==> src/rtl/conv_data_pkg.sv <==
package conv_data_pkg;

	// datapath sizes
	localparam int DATA_WIDTH     = 16;
	localparam int ACC_WIDTH      = 32;
	localparam int KERNEL_SIZE    = 9;
	localparam int KERNEL_SLOTS   = 2;
	localparam int TAP_CNT_WIDTH  = 4;
	localparam int SLOT_PTR_WIDTH = $clog2(KERNEL_SLOTS);

	// one weight or one pixel
	typedef logic signed [DATA_WIDTH-1:0] data_t;

	// products and running sums wrapping modulo 2**32
	typedef logic signed [ACC_WIDTH-1:0] acc_t;

	typedef logic [TAP_CNT_WIDTH-1:0] tap_cnt_t;

	// nine taps packed with tap 0 in the low bits
	typedef logic [KERNEL_SIZE*DATA_WIDTH-1:0] kernel_vec_t;

	// kernel queue pointer and fill level
	typedef logic [SLOT_PTR_WIDTH-1:0] slot_ptr_t;
	typedef logic [SLOT_PTR_WIDTH:0]   slot_cnt_t;

endpackage

==> src/rtl/conv_bus_pkg.sv <==
package conv_bus_pkg;

	localparam int APB_ADDR_WIDTH = 8;
	localparam int APB_DATA_WIDTH = 32;

	typedef logic [APB_ADDR_WIDTH-1:0] apb_addr_t;
	typedef logic [APB_DATA_WIDTH-1:0] apb_data_t;

	// register map
	localparam apb_addr_t ADDR_WEIGHT = 8'h00;
	localparam apb_addr_t ADDR_PIXEL  = 8'h04;
	localparam apb_addr_t ADDR_CTRL   = 8'h08;
	localparam apb_addr_t ADDR_STATUS = 8'h0C;
	localparam apb_addr_t ADDR_RESULT = 8'h10;

	// ctrl register bit that requests a kernel load
	localparam int CTRL_LOAD = 0;

	// status word bit positions
	localparam int STAT_KERNEL_ACTIVE = 0;
	localparam int STAT_RESULT_VALID  = 1;
	localparam int STAT_MAC_BUSY      = 2;
	localparam int STAT_QUEUE_COUNT   = 4;

	typedef enum logic [1:0] {IDLE, ACCESS, WAIT} apb_state_t;
	typedef enum logic [1:0] {COLLECT, ACCUMULATE, DONE} mac_state_t;

endpackage

==> src/rtl/apb_conv_port.sv <==
module apb_conv_port (
	input  logic                     clk,
	input  logic                     reset,
	input  logic                     psel,
	input  logic                     penable,
	input  logic                     pwrite,
	input  conv_bus_pkg::apb_addr_t  paddr,
	input  conv_bus_pkg::apb_data_t  pwdata,
	output logic                     pready,
	output conv_bus_pkg::apb_data_t  prdata,
	output logic                     pslverr,
	output logic                     weight_valid,
	output conv_data_pkg::data_t     weight_data,
	input  logic                     weight_ready,
	output logic                     load_kernel,
	output logic                     pixel_valid,
	output conv_data_pkg::data_t     pixel_data,
	input  logic                     pixel_ready,
	output logic                     result_read,
	input  logic                     kernel_active,
	input  conv_data_pkg::slot_cnt_t queue_count,
	input  logic                     mac_busy,
	input  logic                     result_valid,
	input  conv_data_pkg::acc_t      result
);
	import conv_data_pkg::*;
	import conv_bus_pkg::*;

	apb_state_t state;
	apb_state_t state_next;

	logic      hit_weight;
	logic      hit_pixel;
	logic      hit_ctrl;
	logic      hit_status;
	logic      hit_result;
	logic      bad_access;
	logic      stream_write;
	logic      stream_ready;
	logic      access;
	apb_data_t status_word;
	apb_data_t read_word;

	////////////////////
	// address decode
	assign hit_weight = (paddr == ADDR_WEIGHT);
	assign hit_pixel  = (paddr == ADDR_PIXEL);
	assign hit_ctrl   = (paddr == ADDR_CTRL);
	assign hit_status = (paddr == ADDR_STATUS);
	assign hit_result = (paddr == ADDR_RESULT);

	// unmapped, or a write to one of the read-only offsets
	assign bad_access = !(hit_weight || hit_pixel || hit_ctrl || hit_status || hit_result)
		|| (pwrite && (hit_status || hit_result));

	// weight and pixel writes are the only ones that can stall
	assign stream_write = pwrite && (hit_weight || hit_pixel);
	assign stream_ready = hit_weight ? weight_ready : pixel_ready;
	assign access       = (state == ACCESS) && psel && penable;

	////////////////////
	// transfer FSM
	always_comb begin
		state_next = state;
		case (state)
			IDLE: begin
				if (psel && !penable) begin
					state_next = ACCESS;
				end
			end
			ACCESS: begin
				if (psel && stream_write) begin
					state_next = WAIT;
				end else begin
					state_next = IDLE;
				end
			end
			WAIT: begin
				if (!psel || stream_ready) begin
					state_next = IDLE;
				end
			end
			default: state_next = IDLE;
		endcase
	end

	assign pready  = (access && !stream_write) || ((state == WAIT) && stream_ready);
	assign pslverr = access && bad_access;

	////////////////////
	// strobes toward buffer and MAC
	assign weight_valid = (state == WAIT) && hit_weight;
	assign pixel_valid  = (state == WAIT) && hit_pixel;
	assign weight_data  = pwdata[DATA_WIDTH-1:0];
	assign pixel_data   = pwdata[DATA_WIDTH-1:0];
	assign load_kernel  = access && pwrite && hit_ctrl && pwdata[CTRL_LOAD];
	assign result_read  = access && !pwrite && hit_result;

	// status word assembly
	always_comb begin
		status_word = '0;
		status_word[STAT_KERNEL_ACTIVE] = kernel_active;
		status_word[STAT_RESULT_VALID] = result_valid;
		status_word[STAT_MAC_BUSY] = mac_busy;
		status_word[STAT_QUEUE_COUNT +: $bits(slot_cnt_t)] = queue_count;
	end

	assign read_word = hit_status ? status_word :
		hit_result ? apb_data_t'(result) : '0;

	always_ff @(posedge clk) begin
		if (reset) begin
			state  <= IDLE;
			prdata <= '0;
		end else begin
			state <= state_next;
			// sampled during setup so reads need no wait state
			if ((state == IDLE) && psel && !penable && !pwrite) begin
				prdata <= read_word;
			end
		end
	end

endmodule

==> src/rtl/kernel_weight_buffer.sv <==
module kernel_weight_buffer (
	input  logic                       clk,
	input  logic                       reset,
	input  logic                       weight_valid,
	input  conv_data_pkg::data_t       weight_data,
	output logic                       weight_ready,
	input  logic                       load_kernel,
	output conv_data_pkg::kernel_vec_t active_weights,
	output logic                       kernel_active,
	output conv_data_pkg::slot_cnt_t   queue_count
);
	import conv_data_pkg::*;

	// gathering chain
	data_t       chain [KERNEL_SIZE];
	kernel_vec_t chain_flat;
	tap_cnt_t    tap_cnt;
	logic        chain_full;
	logic        accept;

	// kernel queue
	kernel_vec_t slots [KERNEL_SLOTS];
	slot_ptr_t   wr_ptr;
	slot_ptr_t   rd_ptr;
	logic        queue_full;
	logic        queue_empty;
	logic        commit;
	logic        pop;

	function automatic slot_ptr_t next_ptr(input slot_ptr_t ptr);
		if (ptr == slot_ptr_t'(KERNEL_SLOTS - 1)) begin
			return '0;
		end
		return ptr + 1'b1;
	endfunction

	assign chain_full   = (tap_cnt == tap_cnt_t'(KERNEL_SIZE));
	assign weight_ready = !chain_full;
	assign accept       = weight_valid && weight_ready;

	assign queue_full  = (queue_count == slot_cnt_t'(KERNEL_SLOTS));
	assign queue_empty = (queue_count == '0);

	// a full chain waits here until a slot frees up
	assign commit = chain_full && !queue_full;
	assign pop    = load_kernel && !queue_empty;

	////////////////////
	// shift chain
	// newest word enters the top stage, first word ends up as tap 0
	always_ff @(posedge clk) begin
		if (accept) begin
			chain[KERNEL_SIZE-1] <= weight_data;
			for (int i = 0; i < KERNEL_SIZE - 1; i++) begin
				chain[i] <= chain[i+1];
			end
		end
	end

	always_comb begin
		for (int i = 0; i < KERNEL_SIZE; i++) begin
			chain_flat[i*DATA_WIDTH +: DATA_WIDTH] = chain[i];
		end
	end

	always_ff @(posedge clk) begin
		if (reset) begin
			tap_cnt <= '0;
		end else if (commit) begin
			tap_cnt <= '0;
		end else if (accept) begin
			tap_cnt <= tap_cnt + 1'b1;
		end
	end

	////////////////////
	// kernel queue
	always_ff @(posedge clk) begin
		if (commit) begin
			slots[wr_ptr] <= chain_flat;
		end
	end

	always_ff @(posedge clk) begin
		if (reset) begin
			wr_ptr      <= '0;
			rd_ptr      <= '0;
			queue_count <= '0;
		end else begin
			if (commit) begin
				wr_ptr <= next_ptr(wr_ptr);
			end
			if (pop) begin
				rd_ptr <= next_ptr(rd_ptr);
			end
			case ({commit, pop})
				2'b10: queue_count <= queue_count + 1'b1;
				2'b01: queue_count <= queue_count - 1'b1;
				default: queue_count <= queue_count;
			endcase
		end
	end

	// active kernel seen by the MAC
	always_ff @(posedge clk) begin
		if (pop) begin
			active_weights <= slots[rd_ptr];
		end
	end

	always_ff @(posedge clk) begin
		if (reset) begin
			kernel_active <= 1'b0;
		end else if (pop) begin
			kernel_active <= 1'b1;
		end
	end

endmodule

==> src/rtl/window_mac.sv <==
module window_mac (
	input  logic                       clk,
	input  logic                       reset,
	input  logic                       pixel_valid,
	input  conv_data_pkg::data_t       pixel_data,
	output logic                       pixel_ready,
	input  logic                       kernel_active,
	input  conv_data_pkg::kernel_vec_t active_weights,
	input  logic                       result_read,
	output logic                       mac_busy,
	output logic                       result_valid,
	output conv_data_pkg::acc_t        result
);
	import conv_data_pkg::*;
	import conv_bus_pkg::*;

	mac_state_t state;
	data_t      window [KERNEL_SIZE];
	tap_cnt_t   tap_cnt;
	logic       window_full;
	logic       last_tap;
	logic       accept;
	data_t      tap_weight;
	data_t      tap_pixel;
	acc_t       product;
	acc_t       acc;
	acc_t       acc_sum;

	// tap_cnt counts pixels in COLLECT and steps in ACCUMULATE
	assign window_full = (state == COLLECT) && (tap_cnt == tap_cnt_t'(KERNEL_SIZE));
	assign last_tap    = (tap_cnt == tap_cnt_t'(KERNEL_SIZE - 1));

	assign pixel_ready  = kernel_active && (state != ACCUMULATE) && !window_full;
	assign accept       = pixel_valid && pixel_ready;
	assign mac_busy     = (state == ACCUMULATE) || window_full;
	assign result_valid = (state == DONE);

	////////////////////
	// pixel window
	always_ff @(posedge clk) begin
		if (accept) begin
			window[KERNEL_SIZE-1] <= pixel_data;
			for (int i = 0; i < KERNEL_SIZE - 1; i++) begin
				window[i] <= window[i+1];
			end
		end
	end

	////////////////////
	// single multiplier, one tap per cycle
	assign tap_weight = active_weights[tap_cnt*DATA_WIDTH +: DATA_WIDTH];
	assign tap_pixel  = window[tap_cnt];
	assign product    = tap_weight * tap_pixel;
	assign acc_sum    = acc + product;

	always_ff @(posedge clk) begin
		if (reset) begin
			state   <= COLLECT;
			tap_cnt <= '0;
		end else begin
			case (state)
				COLLECT: begin
					if (window_full) begin
						state   <= ACCUMULATE;
						tap_cnt <= '0;
					end else if (accept) begin
						tap_cnt <= tap_cnt + 1'b1;
					end
				end
				ACCUMULATE: begin
					if (last_tap) begin
						state   <= DONE;
						tap_cnt <= '0;
					end else begin
						tap_cnt <= tap_cnt + 1'b1;
					end
				end
				DONE: begin
					// first pixel of a new window also drops the old result
					if (accept) begin
						state   <= COLLECT;
						tap_cnt <= tap_cnt_t'(1);
					end else if (result_read) begin
						state <= COLLECT;
					end
				end
				default: state <= COLLECT;
			endcase
		end
	end

	// accumulator cleared on the way into ACCUMULATE
	always_ff @(posedge clk) begin
		if (window_full) begin
			acc <= '0;
		end else if (state == ACCUMULATE) begin
			acc <= acc_sum;
		end
		if ((state == ACCUMULATE) && last_tap) begin
			result <= acc_sum;
		end
	end

endmodule

==> src/rtl/conv3x3_top.sv <==
module conv3x3_top (
	input  logic                    clk,
	input  logic                    reset,
	input  logic                    psel,
	input  logic                    penable,
	input  logic                    pwrite,
	input  conv_bus_pkg::apb_addr_t paddr,
	input  conv_bus_pkg::apb_data_t pwdata,
	output logic                    pready,
	output conv_bus_pkg::apb_data_t prdata,
	output logic                    pslverr
);
	import conv_data_pkg::*;

	// port to buffer
	logic        weight_valid;
	data_t       weight_data;
	logic        weight_ready;
	logic        load_kernel;
	slot_cnt_t   queue_count;
	kernel_vec_t active_weights;
	logic        kernel_active;

	// port to MAC
	logic        pixel_valid;
	data_t       pixel_data;
	logic        pixel_ready;
	logic        result_read;
	logic        mac_busy;
	logic        result_valid;
	acc_t        result;

	apb_conv_port u_port (
		.clk(clk), .reset(reset),
		.psel(psel), .penable(penable), .pwrite(pwrite), .paddr(paddr), .pwdata(pwdata),
		.pready(pready), .prdata(prdata), .pslverr(pslverr),
		.weight_valid(weight_valid), .weight_data(weight_data),
		.weight_ready(weight_ready), .load_kernel(load_kernel),
		.pixel_valid(pixel_valid), .pixel_data(pixel_data), .pixel_ready(pixel_ready),
		.result_read(result_read), .kernel_active(kernel_active),
		.queue_count(queue_count), .mac_busy(mac_busy),
		.result_valid(result_valid), .result(result)
	);

	kernel_weight_buffer u_buffer (
		.clk(clk), .reset(reset),
		.weight_valid(weight_valid), .weight_data(weight_data),
		.weight_ready(weight_ready), .load_kernel(load_kernel),
		.active_weights(active_weights), .kernel_active(kernel_active),
		.queue_count(queue_count)
	);

	window_mac u_mac (
		.clk(clk), .reset(reset),
		.pixel_valid(pixel_valid), .pixel_data(pixel_data), .pixel_ready(pixel_ready),
		.kernel_active(kernel_active), .active_weights(active_weights),
		.result_read(result_read), .mac_busy(mac_busy),
		.result_valid(result_valid), .result(result)
	);

endmodule

==> config.mk <==
export PLATFORM = sky130hd
export DESIGN_NAME = conv3x3_top
export DESIGN_NICKNAME = d
export VERILOG_FILES = /design/src/rtl/conv_data_pkg.sv /design/src/rtl/conv_bus_pkg.sv /design/src/rtl/apb_conv_port.sv /design/src/rtl/kernel_weight_buffer.sv /design/src/rtl/window_mac.sv /design/src/rtl/conv3x3_top.sv
export SDC_FILE = /design/constraint.sdc
export NUM_CORES = 2
export LEC_CHECK = 0
export BUFFER_PORTS_ARGS = -buffer_cell sky130_fd_sc_hd__buf_2
export CORE_MARGIN = 2
export CORE_UTILIZATION = 60
export DETAILED_ROUTE_END_ITERATION = 7
export PLACE_DENSITY = 0.77
export SETUP_SLACK_MARGIN = 0.4
export SYNTH_ARGS = -nofsm -noshare
export SYNTH_HDL_FRONTEND = slang
export SYNTH_SLANG_ARGS = --single-unit
==> constraint.sdc <==
create_clock -name clk -period 10.6 [get_ports clk]
set_input_delay 1.59 -clock clk [delete_from_list [all_inputs] [get_ports clk]]
set_output_delay 1.59 -clock clk [all_outputs]
set_load 0.02 [all_outputs]
Word level (Yosys, flattened, before mapping)
Memories as Yosys holds them, arrays and structs flattened. A register that Yosys moved wholly into a read port is not among the register bits. Cells that the tools add are included.

Flip-flop bits (word level): 113. Bits in latches: 0. Memory bits (writable): 576. Memory bits (read-only): 0. Input port bits: 45. Output and inout bits: 34. Logic and storage cells: 136. Memories: 3.

Memories: u_buffer.slots (depth 2, bits a word 144, read ports 1, clocked after Yosys merged registers in 1, wr ports 1, line kernel_weight_buffer.sv:22) `kernel_vec_t slots [KERNEL_SLOTS];`; u_buffer.chain (depth 9, bits a word 16, read ports 9, clocked after Yosys merged registers in 0, wr ports 9, line kernel_weight_buffer.sv:15) `data_t chain [KERNEL_SIZE];`; u_mac.window (depth 9, bits a word 16, read ports 9, clocked after Yosys merged registers in 1, wr ports 9, line window_mac.sv:18) `data_t window [KERNEL_SIZE];`.

Add/subtract/negate cells: 7. Multiply operators: 1. Divide/modulo/power cells: 0. Order comparisons: 0. Eq/ne operators: 22. Shifts and indexed selects: 1. Mux-type cells: 36. Bitwise gates (word level): 0. Reduce and logical (&&, ||, !) cells: 55.

Operator list (number): $shiftx 144x9->16 (1); $mux 32 (2); $add 32x32->32 (1); $mul 16x16->32 (1); $logic_and 1x1->1 (27); $mux 4 (6); $mux 1 (17); $eq 8x4->1 const B (2); $mux 2 (7); $eq 4x4->1 const B (3); $ne 2x1->1 const B (6); $pmux 2 s3 (2); $pmux 4 s3 (1); $logic_not 1->1 (9); $logic_or 1x1->1 (9); $add 4x1->4 const B (2); $eq 2x2->1 const B (4); $eq 8x3->1 const B (1); $eq 8x5->1 const B (1); $logic_not 8->1 (1); $eq 2x1->1 const B (3); $logic_not 2->1 (3); $reduce_and 3->1 (2); $pmux 2 s2 (1); other kinds (9) (10).

Longest topological paths before layout
Word-level depth: 10. Mapped depth: 31.

Hierarchy
Synthesis repeated with hierarchy kept, for this count alone.

Cell total of the unflattened synthesis: 2726. Area, all modules: 41357.2 um2.

Modules (own cells, without submodules): window_mac (instances 1, cells each 1757, area each 20015.4 um2, seq. area each 6125.9 um2); kernel_weight_buffer (instances 1, cells each 784, area each 19505.0 um2, seq. area each 17476.8 um2); apb_conv_port (instances 1, cells each 185, area each 1836.8 um2, seq. area each 680.7 um2).

Least setup slack after synthesis
OpenSTA, ideal clock, no wires.

Path type: input -> register. Start point: input port paddr[7]. End point: register u_buffer.tap_cnt[3]. Data arrival time: 8899 ps. Data required time: 10481 ps. Path slack: 1582 ps. Cell stages on the path: 7. Cells stage by stage: or4_4 nor4_4 nand2_1 nor3_2 nand4_1 xor2_1 nor2_1.

Cells in the longest elaborated chain, start to end: 3.

RTL lines: start, declared (line conv3x3_top.sv:7) `input conv_bus_pkg::apb_addr_t paddr,`; $logic_not 8->1 (line apb_conv_port.sv:46) `assign hit_weight = (paddr == ADDR_WEIGHT);`; $logic_and 1x1->1 (line apb_conv_port.sv:92) `assign weight_valid = (state == WAIT) && hit_weight;`; $logic_and 1x1->1 (line kernel_weight_buffer.sv:39) `assign accept = weight_valid && weight_ready;`; net u_buffer.accept (line kernel_weight_buffer.sv:19) `logic accept;`; end signal, assigned (line kernel_weight_buffer.sv:72) `tap_cnt <= tap_cnt + 1'b1;`; end, declared (line kernel_weight_buffer.sv:17) `tap_cnt_t tap_cnt;`.

The timed path passes the listed nets, and every way through them passes these cells. A chain may end at the register's enable or synchronous reset.

==> impl_metrics.prom <==
# TYPE chip_impl_metric gauge
chip_impl_info{name="status",value="completed"} 1
chip_impl_metric{name="placeableCoreArea",unit="µm²"} 67000
chip_impl_metric{name="portBuffers",unit=""} 62
chip_impl_metric{name="synthCells",unit=""} 2695
chip_impl_info{name="tritoncts",value="built"} 1
chip_impl_metric{name="synth_edf_count",unit=""} 752
chip_impl_metric{name="critical_path_arrival",unit="ps"} 9350
chip_impl_metric{name="synth-async-reset-ratio",unit=""} 0
chip_impl_metric{name="fin_crit_sh",unit=""} 0.846
chip_impl_info{name="critical-path-slowest-cell",value="dfxtp_2"} 1
chip_impl_metric{name="power_per_cell_area",unit="nW/µm²"} 145
chip_impl_metric{name="final.min_clock_period",unit="ps"} 8970
chip_impl_metric{name="wp_buf_inv",unit=""} 4
chip_impl_metric{name="via_per_inst",unit=""} 5.71
chip_impl_metric{name="syn_area_per_cell",unit="µm²"} 15.0
chip_impl_metric{name="route.vias.total",unit=""} 21300
chip_impl_metric{name="clock_skew",unit="ps"} 39.7
chip_impl_metric{name="die-area",unit="µm²"} 69700
chip_impl_metric{name="wl_per_cell",unit="µm"} 21.2
chip_impl_metric{name="synth_seq_cells",unit=""} 837
chip_impl_metric{name="antenna_found_initial",unit=""} 1
chip_impl_info{name="synth_top_area_cell",value="edfxtp_1"} 1
chip_impl_metric{name="postLayoutCoreUtil",unit=""} 0.667
chip_impl_metric{name="finalSetupTns",unit="ps"} 0
chip_impl_metric{name="cts_inserted_buffers",unit=""} 83
chip_impl_metric{name="cpPeakStageDelay",unit="ps"} 840
chip_impl_info{name="critical_path.top_delay_family",value="adder cells"} 1
chip_impl_metric{name="gpl.final_weighted_congestion",unit=""} 0.877
chip_impl_metric{name="critical_path_required",unit="ps"} 10980
chip_impl_metric{name="flow.area_growth_from_synthesis",unit="%"} 10.3
chip_impl_metric{name="post_synth_instance_area",unit="µm²"} 40600
chip_impl_metric{name="synth_cell_type_count",unit=""} 68
chip_impl_info{name="critical-path-top-cell-by-count",value="fa_1"} 1
chip_impl_metric{name="global_route_wire_length_before_repair",unit="µm"} 126000
chip_impl_info{name="setup.worst_path.class",value="flip-flop to flip-flop"} 1
chip_impl_metric{name="clk_latency",unit="ps"} 650
chip_impl_metric{name="leakagePower",unit="nW"} 16.7
chip_impl_metric{name="gr-usage-all-layers",unit=""} 0.235
chip_impl_metric{name="worstMarginPinSlew",unit="ps"} 1130
chip_impl_info{name="worst_hold_path_class",value="flip-flop to flip-flop"} 1
chip_impl_metric{name="post_cts_buffers",unit=""} 0
chip_impl_metric{name="clock.fmax",unit="GHz"} 0.112
chip_impl_info{name="post-synth-top-count-cell",value="edfxtp_1"} 1
chip_impl_metric{name="rows",unit=""} 95
chip_impl_info{name="rsz0062_at_grt",value="false"} 1
chip_impl_metric{name="synth_top_area_share",unit=""} 0.557
chip_impl_metric{name="start_util",unit=""} 0.605
chip_impl_metric{name="globalRoute.totalOverflow",unit=""} 0
chip_impl_metric{name="num_io_pins",unit=""} 79
chip_impl_metric{name="crit_path_max_fanout",unit=""} 21
chip_impl_metric{name="n_antenna_cell",unit=""} 0
chip_impl_info{name="ys_top_cells_by_area",value="edfxtp_1 56%, fa_1 14%, dfxtp_1 4.2%, mux2_2 4.0%, mux4_2 3.6%"} 1
chip_impl_metric{name="setup_viol",unit=""} 0
chip_impl_metric{name="hold_viol",unit=""} 0
chip_impl_metric{name="die_h",unit="µm"} 264
chip_impl_metric{name="ys_warn_count",unit=""} 0
chip_impl_metric{name="vdd.ir_drop.worst",unit="mV"} 0.169
chip_impl_metric{name="drc_errors",unit=""} 0
chip_impl_metric{name="clkSlewWorstSetupHoldPaths",unit="ps"} 60
chip_impl_metric{name="slew-limit-headroom",unit=""} 0.244
chip_impl_metric{name="post_cts_hold_buffer_count",unit=""} 0
chip_impl_metric{name="ctsLongestPathBuffers",unit=""} 3
chip_impl_metric{name="num-nets-final",unit=""} 3232
chip_impl_metric{name="via_count_of_the_first_global_routing_pass",unit=""} 22600
chip_impl_metric{name="timing.final.max_slew_violations",unit=""} 0
chip_impl_metric{name="post-route-worst-setup-slack",unit="ps"} 1630
chip_impl_metric{name="grt_start_max_net_pins",unit=""} 150
chip_impl_info{name="critical_path.cell_chain",value="buf_4, mux4_2, mux2i_1, nor2_1, a21oi_2, nor2_1, fa_1, fa_1, fa_1, fa_1, fa_1, inv_1, fa_1, inv_1, ha_1, a21oi_1, o21ai_0, a21oi_1, o21ai_0, a311oi_1, nor2_1, a221o_1, xnor2_1, inv_1"} 1
chip_impl_metric{name="htreeDepth",unit=""} 3
chip_impl_metric{name="postSynthNetCount",unit=""} 3140
chip_impl_metric{name="dieWidth",unit="µm"} 264
chip_impl_info{name="yosys-top-cells-count",value="752 x edfxtp_1, 376 x inv_1, 292 x fa_1, 244 x nor2_1, 162 x nand2_1"} 1
chip_impl_metric{name="initial_detailed_routing_violation_count",unit=""} 1770
chip_impl_metric{name="clkSinkCount",unit=""} 837
chip_impl_metric{name="report.power.total",unit="mW"} 6.50
chip_impl_metric{name="drt_pre_antenna_iters",unit=""} 6
chip_impl_metric{name="final.hold.worst_slack",unit="ps"} 430
chip_impl_metric{name="dp_slack",unit="ps"} 1720
chip_impl_metric{name="post_route_cells_drive_above_1_share",unit=""} 0.166
chip_impl_metric{name="route.final.wire_length",unit="µm"} 78900
chip_impl_info{name="dominantRegCellSynth",value="edfxtp_1"} 1
chip_impl_metric{name="synth-seq-area-share",unit=""} 0.599
chip_impl_info{name="cp-end-kind",value="flip-flop"} 1
chip_impl_metric{name="maxCapViolCount",unit=""} 0
chip_impl_info{name="cts_root_buf",value="clkbuf_16"} 1
chip_impl_metric{name="detailedPlacementHpwl",unit="µm"} 53000
chip_impl_metric{name="postCtsResizedCells",unit=""} 0
chip_impl_info{name="critical_path.startpoint_type",value="flip-flop"} 1
chip_impl_metric{name="route.antenna.remaining_nets",unit=""} 0
worst register-to-register path: stages (launching register included):
cell and delay, ps:
dfxtp_2 840, buf_4 410, mux4_2 570, mux2i_1 170, nor2_1 70, a21oi_2 790, nor2_1 200, fa_1 610
fa_1 430, fa_1 560, fa_1 440, fa_1 490, inv_1 50, fa_1 470, inv_1 40, ha_1 320
a21oi_1 190, o21ai_0 140, a21oi_1 210, o21ai_0 160, a311oi_1 650, nor2_1 170, a221o_1 370, xnor2_1 240
inv_1 100
per-stage QoR:
step	area [µm²]	instances
2_1_floorplan	40600	2695
3_3_place_gp	42000	3575
3_5_place_dp	42000	3575
4_1_cts	44700	3728
5_1_grt	44700	3728
6_report	44700	3728
path summary, 6_finish.rpt:
path / from / to / slack (ps) / cells after the start
min: u_buffer.chain[0][3]$_DFFE_PP_ / u_buffer.slots[1][3]$_DFFE_PP_ / 430 / 0
max reg2reg: flip-flop / u_mac.result[30]$_DFFE_PP_ / 1630 / 24
min reg2reg: u_buffer.chain[0][3]$_DFFE_PP_ / u_buffer.slots[1][3]$_DFFE_PP_ / 430 / 0
max: flip-flop / u_mac.result[30]$_DFFE_PP_ / 1630 / 24
cells by family after synthesis:
logic type	after synthesis	synth area share
DFF	837	0.599
and+or+nand+nor	499	0.0521
buffers and inverters	474	0.0447
adders and majority gates	400	0.177
muxes	268	0.0903
AOI/OAI and AO/OA	167	0.0259
xor gates and xnor gates	50	0.0108
power breakdown:
group	leakage [nW]	total [mW]	internal [mW]	switching, mW
combinational	7.96	0.0251	0.00683	0.0182
clock	1.32	2.94	1.69	1.25
sequential	7.44	3.54	3.54	0.000674
total	16.7	6.50	5.24	1.27
sequential cells by signal, summed over array words and instances, names as in the netlist, named ones only:
register,cells
u_mac.result,32
u_mac.state,2
u_buffer.tap_cnt,4
u_mac.acc,32
u_buffer.wr_ptr,1
u_buffer.slots,288
u_buffer.queue_count,2
u_mac.tap_cnt,4
u_port.prdata,32
u_mac.window,144
u_buffer.chain,144
u_buffer.active_weights,144
u_buffer.rd_ptr,1
u_buffer.kernel_active,1
u_port.state,2
layer usage:
layer / track usage / up-vias / wire length (µm)
met4: 0.0746 / 0 / 2300
met5: 0 / - / 0
li1: - / 9455 / -
met3: 0.0354 / 139 / 4580
met2: 0.391 / 707 / 39500
met1: 0.323 / 11000 / 32500
placed cells by master (no fill, tap or decap), types with 4 or more instances in the layout:
| cell type | n |
|---|---|
| edfxtp_1 | 752 |
| inv_1 | 374 |
| fa_1 | 292 |
| nor2_1 | 242 |
| nand2_1 | 162 |
| mux2_2 | 144 |
| ha_1 | 107 |
| clkbuf_16 | 85 |
| dfxtp_1 | 81 |
| a21oi_1 | 66 |
| mux4_2 | 64 |
| buf_2 | 62 |
| mux2i_1 | 60 |
| buf_4 | 42 |
| xnor2_1 | 37 |
| nand3_1 | 32 |
| o21ai_0 | 25 |
| clkbuf_1 | 21 |
| o21a_1 | 14 |
| xor2_1 | 13 |
| clkinv_1 | 13 |
| nor3_1 | 11 |
| o21ai_1 | 11 |
| nand2b_1 | 8 |
| clkinv_2 | 8 |
| or2_2 | 7 |
| bufinv_16 | 7 |
| and3_1 | 6 |
| a21oi_2 | 6 |
| clkinvlp_4 | 6 |
| a21o_1 | 5 |
| a211oi_1 | 5 |
| a221oi_1 | 4 |
area by class of cell:
cell class | instances | area [µm²]
clock inverters | 44 | 523
well taps | 873 | 1090
multi-input cells | 1384 | 14500
inverters | 376 | 1420
repair buffers | 105 | 646
fillers | 4538 | 22300
flip-flops and latches | 837 | 24300
clock buffers | 109 | 2250
No activity file was read; power rests on OpenSTA's default activity.
